[config.mk]
export PLATFORM = sky130hd
export DESIGN_NAME = afu_top
export DESIGN_NICKNAME = d
export VERILOG_FILES = /design/src/design/afu_pkg.sv /design/src/design/ap_ctrl_if.sv /design/src/design/afu_top.sv /design/src/design/kernel_engine.sv /design/src/design/dcr_regfile.sv /design/src/design/afu_ctrl.sv
export SDC_FILE = /design/constraint.sdc
export NUM_CORES = 1
export LEC_CHECK = 0
export BUFFER_PORTS_ARGS = -buffer_cell sky130_fd_sc_hd__buf_2
export CAP_MARGIN = 10
export CELL_PAD_IN_SITES_DETAIL_PLACEMENT = 0
export CELL_PAD_IN_SITES_GLOBAL_PLACEMENT = 1
export CORE_MARGIN = 2
export CORE_UTILIZATION = 46
export DETAILED_ROUTE_END_ITERATION = 10
export GPL_TIMING_DRIVEN = 0
export PLACE_DENSITY_LB_ADDON = 0.1
export SYNTH_ARGS = -nofsm -noshare
export SYNTH_HDL_FRONTEND = slang
export SYNTH_SLANG_ARGS = --single-unit
[constraint.sdc]
create_clock -name clk -period 6.72 [get_ports clk]
set_input_delay 1.008 -clock clk [delete_from_list [all_inputs] [get_ports clk]]
set_output_delay 1.008 -clock clk [all_outputs]
set_load 0.05 [all_outputs]
[src/design/afu_pkg.sv]
/*
 * afu shared definitions
 * register offsets of the host control block, capability constants,
 * bus and DCR widths and the types shared by the design and testbench
 */
package afu_pkg;

    // axi4-lite and dcr widths
    localparam int ADDR_W     = 8;
    localparam int DATA_W     = 32;
    localparam int DCR_ADDR_W = 12;
    localparam int DCR_DATA_W = 32;

    typedef logic [ADDR_W-1:0]     addr_t;
    typedef logic [DATA_W-1:0]     data_t;
    typedef logic [DATA_W/8-1:0]   strb_t;
    typedef logic [DCR_ADDR_W-1:0] dcr_addr_t;
    typedef logic [DCR_DATA_W-1:0] dcr_data_t;
    typedef logic [63:0]           mem_addr_t;

    // host register map
    localparam addr_t ADDR_AP_CTRL = 8'h00;
    localparam addr_t ADDR_GIE     = 8'h04;
    localparam addr_t ADDR_IER     = 8'h08;
    localparam addr_t ADDR_ISR     = 8'h0C;
    localparam addr_t ADDR_DEV_0   = 8'h10;
    localparam addr_t ADDR_DEV_1   = 8'h14;
    localparam addr_t ADDR_ISA_0   = 8'h1C;
    localparam addr_t ADDR_ISA_1   = 8'h20;
    localparam addr_t ADDR_DCR_0   = 8'h28;
    localparam addr_t ADDR_DCR_1   = 8'h2C;
    localparam addr_t ADDR_MEM_0   = 8'h40;
    localparam addr_t ADDR_MEM_1   = 8'h44;
    // distance between the offsets of two memory banks
    localparam int    MEM_STRIDE   = 12;

    // dcr word that sets the kernel work length
    localparam dcr_addr_t DCR_KERNEL_LEN = 12'h001;

    // capability constants
    localparam logic [7:0]  IMPL_ID       = 8'h01;
    localparam logic [7:0]  SMEM_LOG_SIZE = 8'd14;
    localparam logic [15:0] CORE_COUNT    = 16'd4;
    localparam logic [7:0]  WARP_COUNT    = 8'd4;

    // ext bits on top, then xlen code and the base isa bits
    localparam logic [63:0] ISA_CAPS = 64'h0000_1125_4000_1104;

    typedef struct packed {
        logic [15:0] reserved;
        logic [7:0]  smem_log_size;
        logic [15:0] core_count;
        logic [7:0]  warp_count;
        logic [7:0]  thread_count;
        logic [7:0]  impl_id;
    } dev_fields_t;

    typedef struct packed {
        data_t hi;
        data_t lo;
    } dev_words_t;

    // same 64 bits seen as fields or as two bus words
    typedef union packed {
        dev_fields_t fields;
        dev_words_t  words;
    } dev_caps_t;

endpackage
[src/design/ap_ctrl_if.sv]
/*
 * kernel control handshake
 * start and kernel reset towards the engine, done/ready/idle back
 */
`timescale 1ns/10ps

interface ap_ctrl_if;

    logic start;
    logic kernel_reset;
    // done and ready pulse together for one cycle
    logic done;
    logic ready;
    logic idle;

    modport ctrl (
        output start,
        output kernel_reset,
        input  done,
        input  ready,
        input  idle
    );

    modport engine (
        input  start,
        input  kernel_reset,
        output done,
        output ready,
        output idle
    );

endinterface

[src/design/afu_top.sv]
/*
 * accelerator host subsystem
 * axi4-lite control slave with the dcr file and the kernel engine
 */
`timescale 1ns/10ps

module afu_top #(
    parameter int NUM_BANKS  = 2,
    parameter int THREAD_CNT = 4,
    parameter int DCR_DEPTH  = 4
) (
    input  logic                clk,
    input  logic                reset,

    input  logic                awvalid,
    input  afu_pkg::addr_t      awaddr,
    output logic                awready,
    input  logic                wvalid,
    input  afu_pkg::data_t      wdata,
    input  afu_pkg::strb_t      wstrb,
    output logic                wready,
    output logic                bvalid,
    output logic [1:0]          bresp,
    input  logic                bready,
    input  logic                arvalid,
    input  afu_pkg::addr_t      araddr,
    output logic                arready,
    output logic                rvalid,
    output afu_pkg::data_t      rdata,
    output logic [1:0]          rresp,
    input  logic                rready,

    output logic                interrupt,
    output afu_pkg::mem_addr_t  mem_base [NUM_BANKS]
);

    ap_ctrl_if ap_bus ();

    logic               dcr_wr_valid;
    afu_pkg::dcr_addr_t dcr_wr_addr;
    afu_pkg::dcr_data_t dcr_wr_data;
    afu_pkg::dcr_data_t kernel_len;

    afu_ctrl #(
        .NUM_BANKS  (NUM_BANKS),
        .THREAD_CNT (THREAD_CNT)
    ) afu_ctrl_i (
        .clk          (clk),
        .reset        (reset),
        .awvalid      (awvalid),
        .awaddr       (awaddr),
        .awready      (awready),
        .wvalid       (wvalid),
        .wdata        (wdata),
        .wstrb        (wstrb),
        .wready       (wready),
        .bvalid       (bvalid),
        .bresp        (bresp),
        .bready       (bready),
        .arvalid      (arvalid),
        .araddr       (araddr),
        .arready      (arready),
        .rvalid       (rvalid),
        .rdata        (rdata),
        .rresp        (rresp),
        .rready       (rready),
        .ap           (ap_bus.ctrl),
        .interrupt    (interrupt),
        .mem_base     (mem_base),
        .dcr_wr_valid (dcr_wr_valid),
        .dcr_wr_addr  (dcr_wr_addr),
        .dcr_wr_data  (dcr_wr_data)
    );

    dcr_regfile #(
        .DEPTH (DCR_DEPTH)
    ) dcr_regfile_i (
        .clk        (clk),
        .reset      (reset),
        .wr_valid   (dcr_wr_valid),
        .wr_addr    (dcr_wr_addr),
        .wr_data    (dcr_wr_data),
        .kernel_len (kernel_len)
    );

    kernel_engine kernel_engine_i (
        .clk        (clk),
        .reset      (reset),
        .kernel_len (kernel_len),
        .ap         (ap_bus.engine)
    );

endmodule

[src/design/kernel_engine.sv]
/*
 * kernel engine
 * idle/run sequencer that counts down the configured work length
 * and answers with a done/ready pulse
 */
`timescale 1ns/10ps

module kernel_engine (
    input  logic               clk,
    input  logic               reset,
    input  afu_pkg::dcr_data_t kernel_len,
    ap_ctrl_if.engine          ap
);

    typedef enum logic {
        ST_IDLE,
        ST_RUN
    } state_t;

    state_t             state;
    afu_pkg::dcr_data_t count;
    logic               last;

    // final cycle of a run, suppressed by a kernel reset
    assign last = (state == ST_RUN) && (count == afu_pkg::dcr_data_t'(1)) && !ap.kernel_reset;

    always_ff @(posedge clk) begin
        if (reset || ap.kernel_reset) begin
            state <= ST_IDLE;
        end else begin
            case (state)
                ST_IDLE: begin
                    if (ap.start) begin
                        state <= ST_RUN;
                    end
                end
                ST_RUN: begin
                    if (last) begin
                        state <= ST_IDLE;
                    end
                end
                default: state <= ST_IDLE;
            endcase
        end
    end

    // length is latched at start, zero runs for one cycle
    always_ff @(posedge clk) begin
        if (state == ST_IDLE) begin
            if (kernel_len == '0) begin
                count <= afu_pkg::dcr_data_t'(1);
            end else begin
                count <= kernel_len;
            end
        end else begin
            count <= count - 1'b1;
        end
    end

    assign ap.done  = last;
    assign ap.ready = last;
    assign ap.idle  = (state == ST_IDLE);

endmodule

[src/design/dcr_regfile.sv]
/*
 * device configuration register file
 * stores dcr words from single-cycle write pulses and exposes
 * the kernel length word to the engine
 */
`timescale 1ns/10ps

module dcr_regfile #(
    parameter int DEPTH = 4
) (
    input  logic               clk,
    input  logic               reset,
    input  logic               wr_valid,
    input  afu_pkg::dcr_addr_t wr_addr,
    input  afu_pkg::dcr_data_t wr_data,
    output afu_pkg::dcr_data_t kernel_len
);

    localparam int IDX_W = (DEPTH > 1) ? $clog2(DEPTH) : 1;

    afu_pkg::dcr_data_t regs [DEPTH];
    logic               in_range;

    // words past the end of the file are dropped
    assign in_range = (wr_addr < afu_pkg::dcr_addr_t'(DEPTH));

    always_ff @(posedge clk) begin
        if (reset) begin
            for (int i = 0; i < DEPTH; i++) begin
                regs[i] <= '0;
            end
        end else if (wr_valid && in_range) begin
            regs[wr_addr[IDX_W-1:0]] <= wr_data;
        end
    end

    assign kernel_len = regs[IDX_W'(afu_pkg::DCR_KERNEL_LEN)];

endmodule

[src/design/afu_ctrl.sv]
/*
 * afu host control slave
 * axi4-lite register block with kernel control, interrupt registers,
 * capability words, a dcr write port and per-bank memory base addresses
 */
`timescale 1ns/10ps

module afu_ctrl #(
    parameter int NUM_BANKS  = 1,
    parameter int THREAD_CNT = 4
) (
    input  logic                clk,
    input  logic                reset,

    input  logic                awvalid,
    input  afu_pkg::addr_t      awaddr,
    output logic                awready,

    input  logic                wvalid,
    input  afu_pkg::data_t      wdata,
    input  afu_pkg::strb_t      wstrb,
    output logic                wready,

    output logic                bvalid,
    output logic [1:0]          bresp,
    input  logic                bready,

    input  logic                arvalid,
    input  afu_pkg::addr_t      araddr,
    output logic                arready,

    output logic                rvalid,
    output afu_pkg::data_t      rdata,
    output logic [1:0]          rresp,
    input  logic                rready,

    ap_ctrl_if.ctrl             ap,
    output logic                interrupt,

    output afu_pkg::mem_addr_t  mem_base [NUM_BANKS],

    output logic                dcr_wr_valid,
    output afu_pkg::dcr_addr_t  dcr_wr_addr,
    output afu_pkg::dcr_data_t  dcr_wr_data
);

    localparam logic [1:0] RESP_OKAY = 2'b00;

    typedef enum logic [1:0] {
        WS_IDLE,
        WS_DATA,
        WS_RESP
    } wstate_t;

    typedef enum logic {
        RS_IDLE,
        RS_DATA
    } rstate_t;

    wstate_t            wstate;
    rstate_t            rstate;
    afu_pkg::addr_t     waddr;
    afu_pkg::data_t     wmask;
    afu_pkg::data_t     rdata_r;
    afu_pkg::dev_caps_t dev_caps;
    logic               w_fire;
    logic               ar_fire;

    logic               start_r;
    logic               kernel_reset_r;
    logic               auto_restart_r;
    logic               gie_r;
    logic [1:0]         ier_r;
    logic [1:0]         isr_r;
    logic [1:0]         isr_next;
    afu_pkg::dcr_addr_t dcra_r;
    afu_pkg::dcr_data_t dcrv_r;
    logic               dcr_wr_valid_r;
    afu_pkg::mem_addr_t mem_r [NUM_BANKS];

    // capability word is built field by field
    always_comb begin
        dev_caps.fields.reserved      = '0;
        dev_caps.fields.smem_log_size = afu_pkg::SMEM_LOG_SIZE;
        dev_caps.fields.core_count    = afu_pkg::CORE_COUNT;
        dev_caps.fields.warp_count    = afu_pkg::WARP_COUNT;
        dev_caps.fields.thread_count  = 8'(THREAD_CNT);
        dev_caps.fields.impl_id       = afu_pkg::IMPL_ID;
    end

    assign awready = (wstate == WS_IDLE);
    assign wready  = (wstate == WS_DATA);
    assign bvalid  = (wstate == WS_RESP);
    assign bresp   = RESP_OKAY;
    assign w_fire  = wvalid && wready;

    // byte enables widened to a bit mask
    always_comb begin
        for (int i = 0; i < afu_pkg::DATA_W / 8; i++) begin
            wmask[8*i +: 8] = {8{wstrb[i]}};
        end
    end

    always_ff @(posedge clk) begin
        if (reset) begin
            wstate <= WS_IDLE;
        end else begin
            case (wstate)
                WS_IDLE: if (awvalid) wstate <= WS_DATA;
                WS_DATA: if (wvalid) wstate <= WS_RESP;
                WS_RESP: if (bready) wstate <= WS_IDLE;
                default: wstate <= WS_IDLE;
            endcase
        end
    end

    always_ff @(posedge clk) begin
        if (awvalid && awready) begin
            waddr <= awaddr;
        end
    end

    // toggle on write, then set by any enabled event
    always_comb begin
        isr_next = isr_r;
        if (w_fire && waddr == afu_pkg::ADDR_ISR && wstrb[0]) begin
            isr_next = isr_r ^ wdata[1:0];
        end
        isr_next = isr_next | {ier_r[1] & ap.ready, ier_r[0] & ap.done};
    end

    always_ff @(posedge clk) begin
        if (reset) begin
            start_r        <= 1'b0;
            kernel_reset_r <= 1'b0;
            auto_restart_r <= 1'b0;
            gie_r          <= 1'b0;
            ier_r          <= '0;
            isr_r          <= '0;
            dcra_r         <= '0;
            dcrv_r         <= '0;
            dcr_wr_valid_r <= 1'b0;
            for (int i = 0; i < NUM_BANKS; i++) begin
                mem_r[i] <= '0;
            end
        end else begin
            dcr_wr_valid_r <= 1'b0;
            kernel_reset_r <= 1'b0;
            isr_r          <= isr_next;

            // start clears on the handshake unless auto-restart reloads it
            if (ap.ready) begin
                start_r <= auto_restart_r;
            end

            if (w_fire) begin
                case (waddr)
                    afu_pkg::ADDR_AP_CTRL: begin
                        if (wstrb[0]) begin
                            auto_restart_r <= wdata[7];
                            if (wdata[4]) begin
                                kernel_reset_r <= 1'b1;
                                start_r        <= 1'b0;
                            end else if (wdata[0]) begin
                                start_r <= 1'b1;
                            end
                        end
                    end
                    afu_pkg::ADDR_GIE: begin
                        if (wstrb[0]) gie_r <= wdata[0];
                    end
                    afu_pkg::ADDR_IER: begin
                        if (wstrb[0]) ier_r <= wdata[1:0];
                    end
                    afu_pkg::ADDR_DCR_0: begin
                        dcra_r <= (wdata[afu_pkg::DCR_ADDR_W-1:0]
                                   & wmask[afu_pkg::DCR_ADDR_W-1:0])
                                | (dcra_r & ~wmask[afu_pkg::DCR_ADDR_W-1:0]);
                    end
                    afu_pkg::ADDR_DCR_1: begin
                        dcrv_r         <= (wdata & wmask) | (dcrv_r & ~wmask);
                        dcr_wr_valid_r <= 1'b1;
                    end
                    default: begin
                        for (int i = 0; i < NUM_BANKS; i++) begin
                            if (waddr == afu_pkg::addr_t'(afu_pkg::ADDR_MEM_0
                                                          + i * afu_pkg::MEM_STRIDE)) begin
                                mem_r[i][31:0] <= (wdata & wmask) | (mem_r[i][31:0] & ~wmask);
                            end
                            if (waddr == afu_pkg::addr_t'(afu_pkg::ADDR_MEM_1
                                                          + i * afu_pkg::MEM_STRIDE)) begin
                                mem_r[i][63:32] <= (wdata & wmask)
                                                 | (mem_r[i][63:32] & ~wmask);
                            end
                        end
                    end
                endcase
            end
        end
    end

    assign arready = (rstate == RS_IDLE);
    assign rvalid  = (rstate == RS_DATA);
    assign rresp   = RESP_OKAY;
    assign rdata   = rdata_r;
    assign ar_fire = arvalid && arready;

    always_ff @(posedge clk) begin
        if (reset) begin
            rstate <= RS_IDLE;
        end else begin
            case (rstate)
                RS_IDLE: if (arvalid) rstate <= RS_DATA;
                RS_DATA: if (rready) rstate <= RS_IDLE;
                default: rstate <= RS_IDLE;
            endcase
        end
    end

    // read data is captured with the address and held until rready
    always_ff @(posedge clk) begin
        if (ar_fire) begin
            rdata_r <= '0;
            case (araddr)
                afu_pkg::ADDR_AP_CTRL: begin
                    rdata_r[0] <= start_r;
                    rdata_r[1] <= ap.done;
                    rdata_r[2] <= ap.idle;
                    rdata_r[3] <= ap.ready;
                    rdata_r[7] <= auto_restart_r;
                end
                afu_pkg::ADDR_GIE:   rdata_r <= afu_pkg::data_t'(gie_r);
                afu_pkg::ADDR_IER:   rdata_r <= afu_pkg::data_t'(ier_r);
                afu_pkg::ADDR_ISR:   rdata_r <= afu_pkg::data_t'(isr_r);
                afu_pkg::ADDR_DEV_0: rdata_r <= dev_caps.words.lo;
                afu_pkg::ADDR_DEV_1: rdata_r <= dev_caps.words.hi;
                afu_pkg::ADDR_ISA_0: rdata_r <= afu_pkg::ISA_CAPS[31:0];
                afu_pkg::ADDR_ISA_1: rdata_r <= afu_pkg::ISA_CAPS[63:32];
                default: begin
                    // memory bases read back as written
                    for (int i = 0; i < NUM_BANKS; i++) begin
                        if (araddr == afu_pkg::addr_t'(afu_pkg::ADDR_MEM_0
                                                       + i * afu_pkg::MEM_STRIDE)) begin
                            rdata_r <= mem_r[i][31:0];
                        end
                        if (araddr == afu_pkg::addr_t'(afu_pkg::ADDR_MEM_1
                                                       + i * afu_pkg::MEM_STRIDE)) begin
                            rdata_r <= mem_r[i][63:32];
                        end
                    end
                end
            endcase
        end
    end

    assign ap.start        = start_r;
    assign ap.kernel_reset = kernel_reset_r;
    assign interrupt       = gie_r & (|isr_r);
    assign mem_base        = mem_r;
    assign dcr_wr_valid    = dcr_wr_valid_r;
    assign dcr_wr_addr     = dcra_r;
    assign dcr_wr_data     = dcrv_r;

endmodule

-- Yosys cells after proc, flatten, opt, wreduce, memory -nomap -nowiden
Memory sizes are Yosys's and may differ from the RTL's.
Index checks and enable logic that the tools add are counted.
- register bits: 257
- RAM bits: 128
- bits of input ports: 59
- output and inout port bits: 170
- logic and storage cells: 144
- memories: 1
- memories (memory ; depth ; bits a word ; rd ports ; clocked after memory_dff ; write ports ; line ; source):
    dcr_regfile_i.regs ; 4 ; 32 ; 1 ; 0 ; 4 ; dcr_regfile.sv:21 ; afu_pkg::dcr_data_t regs [DEPTH];
- add/subtract/negate cells: 1
- magnitude comparators: 1
- equality and inequality tests: 26
- multiplexer cells: 37
- bitwise operators: 27
- reduce and logical (&&, ||, !) cells: 32
- operators with widths (kind ; number):
    two-way mux 32 bit ; 7
    bitwise AND 32 bit ; 6
    bitwise OR 32 bit ; 5
    case mux 24 bit (5 select lines) ; 1
    equality test 8 x 7 -> 1 bit (second input constant) ; 8
    equality test 32 x 1 -> 1 bit (second input constant) ; 1
    equality test 8 x 4 -> 1 bit (second input constant) ; 4
    zero test 32 bit ; 1
    NOT 32 bit ; 1
    case mux 4 bit (8 select lines) ; 1
    OR reduction 32 bit ; 1
    subtractor 32 x 1 -> 32 bit (second input constant) ; 1
    bitwise AND 12 bit ; 2
    equality test 8 x 5 -> 1 bit (second input constant) ; 3
    equality test 8 x 6 -> 1 bit (second input constant) ; 3
    AND reduction 3 bit ; 8
    two-way mux 1 bit ; 18
    equality test 8 x 3 -> 1 bit (second input constant) ; 2
    zero test 8 bit ; 2
    OR reduction 7 bit ; 2
    less-than comparator 12 x 3 -> 1 bit (second input constant) ; 1
    NOT 12 bit ; 1
    bitwise OR 12 bit ; 1
    two-way mux 2 bit ; 5
    other kinds (19) ; 39

-- Longest topological paths before layout
- word-level depth: 9
- mapped depth: 8

-- By module
Synthesis repeated with hierarchy kept, for this count alone.
- cells, all modules: 1249
- area, all modules: 12624.6 µm²
- modules (own cells, without submodules) (module ; instances ; cells each ; area an instance (µm²) ; seq. area each (µm²)):
    afu_ctrl ; 1 ; 929 ; 9395.3 ; 4884.7
    kernel_engine ; 1 ; 247 ; 1978.1 ; 660.6
    dcr_regfile ; 1 ; 73 ; 1251.2 ; 960.9

-- Worst setup path before layout
OpenSTA, ideal clock, no wires.
- path kind: input-to-reg
- from: input port arvalid
- to: register afu_ctrl_i.rdata_r[0], in the netlist afu_ctrl_i.rdata[0] (enable)
- data arrival time: 2.456 ns
- path slack: 3.840 ns
- stages on the path: 1
- path buffers: 0
- cells stage by stage: nor2b_1
- word-level cells in the longest chain between the ends: 1
- RTL lines (item ; line ; source):
    from (decl) ; afu_top.sv:25 ; input logic arvalid,
    logical AND 1 bit ; afu_ctrl.sv:206 ; assign ar_fire = arvalid && arready;
    to (signal assigned) ; afu_ctrl.sv:226 ; rdata_r[0] <= start_r;
    to (signal assigned) ; afu_ctrl.sv:232 ; afu_pkg::ADDR_GIE: rdata_r <= afu_pkg::data_t'(gie_r);
    to (signal assigned) ; afu_ctrl.sv:233 ; afu_pkg::ADDR_IER: rdata_r <= afu_pkg::data_t'(ier_r);
    to (decl) ; afu_ctrl.sv:64 ; afu_pkg::data_t rdata_r;
Every way passes these cells.
A chain may end at the register's enable or synchronous reset.

-- Final worst setup path
- from: input port araddr[3]
- to: register afu_ctrl_i.rdata_r[29], in the netlist afu_ctrl_i.rdata[29], data pin
- word-level cells in the longest chain between the ends: 6
- elaborated cells on any way between the ends: 18
- RTL lines (item ; line ; source):
    from (decl) ; afu_top.sv:26 ; input afu_pkg::addr_t araddr,
    equality test 8 x 7 -> 1 bit ; afu_ctrl.sv:242 ; if (araddr == afu_pkg::addr_t'(afu_pkg::ADDR_MEM_0
    two-way mux 32 bit ; afu_ctrl.sv:242 ;
    two-way mux 32 bit ; afu_ctrl.sv:246 ; if (araddr == afu_pkg::addr_t'(afu_pkg::ADDR_MEM_1
    two-way mux 32 bit ; afu_ctrl.sv:242 ;
    two-way mux 32 bit ; afu_ctrl.sv:246 ;
    case mux 24 bit (5 select lines) (*) ; afu_ctrl.sv:224 ; case (araddr)
    to (signal assigned) ; afu_ctrl.sv:232 ;
    to (signal assigned) ; afu_ctrl.sv:244 ; rdata_r <= mem_r[i][31:0];
    to (signal assigned) ; afu_ctrl.sv:248 ; rdata_r <= mem_r[i][63:32];
Every way passes the cells marked *; elsewhere a longest branch is shown, timed or not.

==> metrics <==
status=finished clean; cells on worst reg2reg path=3; detailed placement HPWL=33800 um; startpoint types=primary input; final net count=1688; Clk Latency, worst-skew pair=510 ps; vias in the first global route=11600; Post-CTS Hold Fix Bufs=0; Primary FF master, synth=dfxtp_1; total chip power=4.00 mW; Fmax=269 MHz; first-pass GRT wire length=69700 um; Core Area=26900 um2; crit path DAT=4040 ps; Util after Layout=57.0%; vias=12300; R2R Path End=dcr_regfile_i.regs[1][18]; met2 track demand over resource=52.8%; root buf cell=clkbuf_16; WS Path Type=in2reg; Cells after DPL=1932; average size of a mapped cell=9.18 um2; CP required=7050 ps; Synth Area in XOR/XNOR=1.04%; fin crit share=55.3%; PwrDens=261 nW/um2; switch share=23.7%; synthesis-stage register bit count=289; initial core utilization=46.8%; mux cell area share after synthesis=4.87%; GPL Wtd Cong=0.891; worst reg2reg setup slack=3760 ps; hold crit path type=reg2reg; Reg clk slew, reported paths=60 ps; vias per cell=6.15; Wirelength per Cell=23.3 um; CTS sink cnt=289; Num CTS Buffers=34; Tmin final=3720 ps; Net Switching=949 uW; Starting DRT DRC Count=1295; Top Ports=229; Placement Rows=60; Netlist cell types=60; die area=28700 um2; H-tree levels=2; Lkg Pwr=6.10 nW; GRT busiest layer=met2; Area Growth Syn to Fin=21.7%; crit path max fanout=10; Post-Syn Area=12600 um2; Post-Synthesis Cells=1371; Clk pwr share=48.0%; fill cell total of the finished layout=2548; 1st-pass router iterations=6; CP Capture Type=flop; antenna violations before repair=2; final wirelength=46500 um; adder-cell share of the synthesized area=0.199%; layout cells sized above 1=17.8%; Post-synth EDFFs=72; met3 Track Usage GR=5.08%; Async S/R FF share, synth=0%; RSZ-0062 raised after global routing=false; Tot GR Track Use=31.8%; largest family of logic cells by synthesized area=simple AND/OR/NAND/NOR gates; Gates resized, CTS repair=0; TritonCTS clock tree=yes; Die H=169 um; max_slew headroom=9.01%; register area share after synthesis=51.7%; Max clock buf depth=3; Layout Cells excl Fill=1997; Setup TNS=0 ps; met1 GRT Util=42.1%; port bufs=216; post-route DRC violation count=0; largest net degree at the start of global routing=33; Min-Delay Path Depth=1; Hold Fails Final Rpt=0; total gr overflow=0; clk_skew=14.4 ps; max-cap viol count=0; Reg power frac=45.8%; placed cell area=14100 um2; combinational fraction of design power=6.2%; final setup violation count=0; final non-filler cell area=15300 um2; CP startpoint=araddr[3]; Slew Viols, Final=0; worst hold endpoint=kernel_engine_i.count[24]; Setup Buffers After CTS=0; Die Width=169 um; hold wc startpoint=dcr_regfile_i.regs[1][24]; Slew @ Worst Pin=1350 ps; Synth Area in Compound Gates=17.6%; ANT nets after route=0; Yosys warning total=0; internal power=3.05 mW; worst vdd ir=0.167 mV; simple-gate share of the synthesized area=20.0%
worst max-delay path, stage by stage:
cell      delay [ps]
clkbuf_1         180
nor4_1           880
and4b_1          370
clkbuf_1         590
clkbuf_1         780
nand2_1          100
o21ai_0          130
stage by stage:
stage | hold slack (ps) | setup WS, ps
3_3_place_gp | 467 | 2320
3_5_place_dp | 476 | 2630
2_1_floorplan | 445 | 3840
5_1_grt | 507 | 2920
4_1_cts | 486 | 3150
6_report | 483 | 3000
layout make-up:
class | instances | area, um2 | area share [%]
multi-input cells | 937 | 5530 | 36.1
diodes | 3 | 7.51 | 0.0490
well taps | 341 | 427 | 2.78
flip-flops and latches | 289 | 6510 | 42.5
repair buffers | 217 | 1100 | 7.19
clock inverters | 6 | 87.6 | 0.572
clock buffers | 56 | 1090 | 7.10
inverters | 20 | 75.1 | 0.490
plain buffers | 128 | 502 | 3.27
metal layers:
metal,part of all wire (%),up-vias
met5,0,-
met4,3.4,0
met3,8.0,120
met2,47,572
met1,41,5988
li1,-,5608
logic make-up (layout without fill, tap and decap cells):
group | count (synthesis) | count (layout)
buf+inv | 148 | 427
compound gates | 386 | 386
xor+xnor | 15 | 15
simple gates | 470 | 470
fa+ha+maj | 2 | 2
flops | 289 | 289
mux | 60 | 60
other cells | 1 | 7
worst max-delay path by stage:
stage,end
finish,afu_ctrl_i.rdata[29]
global route,afu_ctrl_i.rdata[16]
CTS,afu_ctrl_i.rdata[16]
detailed placement,afu_ctrl_i.rdata[29]
global placement,afu_ctrl_i.rdata[17]
floorplan,afu_ctrl_i.rdata[0]
placed cells by master (no fill, tap or decap), drive strengths merged, types with 4 or more instances in the layout:
cell	n
or4	10
or3	5
and4b	5
mux2i	50
xor2	8
conb	4
o22ai	5
nor4b	10
a21oi	145
clkbuf	174
dfxtp	217
a31oi	16
edfxtp	72
a211o	4
a221o	7
nor2	90
and3	12
nor3	28
nand2	32
and4	5
nor4	31
nand3	158
mux2	10
and2	36
a221oi	11
nand4b	4
xnor2	7
a22oi	8
nand4	22
a22o	12
o21ai	149
inv	19
o211ai	4
or4b	4
nor2b	7
buf	227
synthesized netlist by cell type, types with 11 or more instances:
| cell type | instances | area, um2 |
|---|---|---|
| and2_1 | 36 | 225 |
| a21oi_1 | 145 | 726 |
| edfxtp_1 | 72 | 2160 |
| nor3_1 | 28 | 140 |
| nand4_1 | 22 | 138 |
| nand2_1 | 32 | 120 |
| o21ai_0 | 149 | 746 |
| a22o_1 | 12 | 105 |
| clkbuf_1 | 118 | 443 |
| a31oi_1 | 16 | 100 |
| nand3_1 | 158 | 791 |
| inv_1 | 19 | 71.3 |
| mux2i_1 | 50 | 500 |
| nor2_1 | 90 | 338 |
| nor4_1 | 31 | 194 |
| a221oi_1 | 11 | 96.3 |
| dfxtp_1 | 217 | 4340 |
| and3_1 | 12 | 75.1 |
power groups by stage:
stage                     Combinational, mW  Sequential [mW]  Clock (mW)
final                                 0.249             1.83        1.92
after floorplan                       0.106             1.90           0
after CTS                             0.245             1.83        1.94
after detailed placement              0.244             1.87           0
after global routing                  0.262             1.83        2.02
after global placement                0.241             1.87           0
No activity file was read; power rests on OpenSTA's default activity.
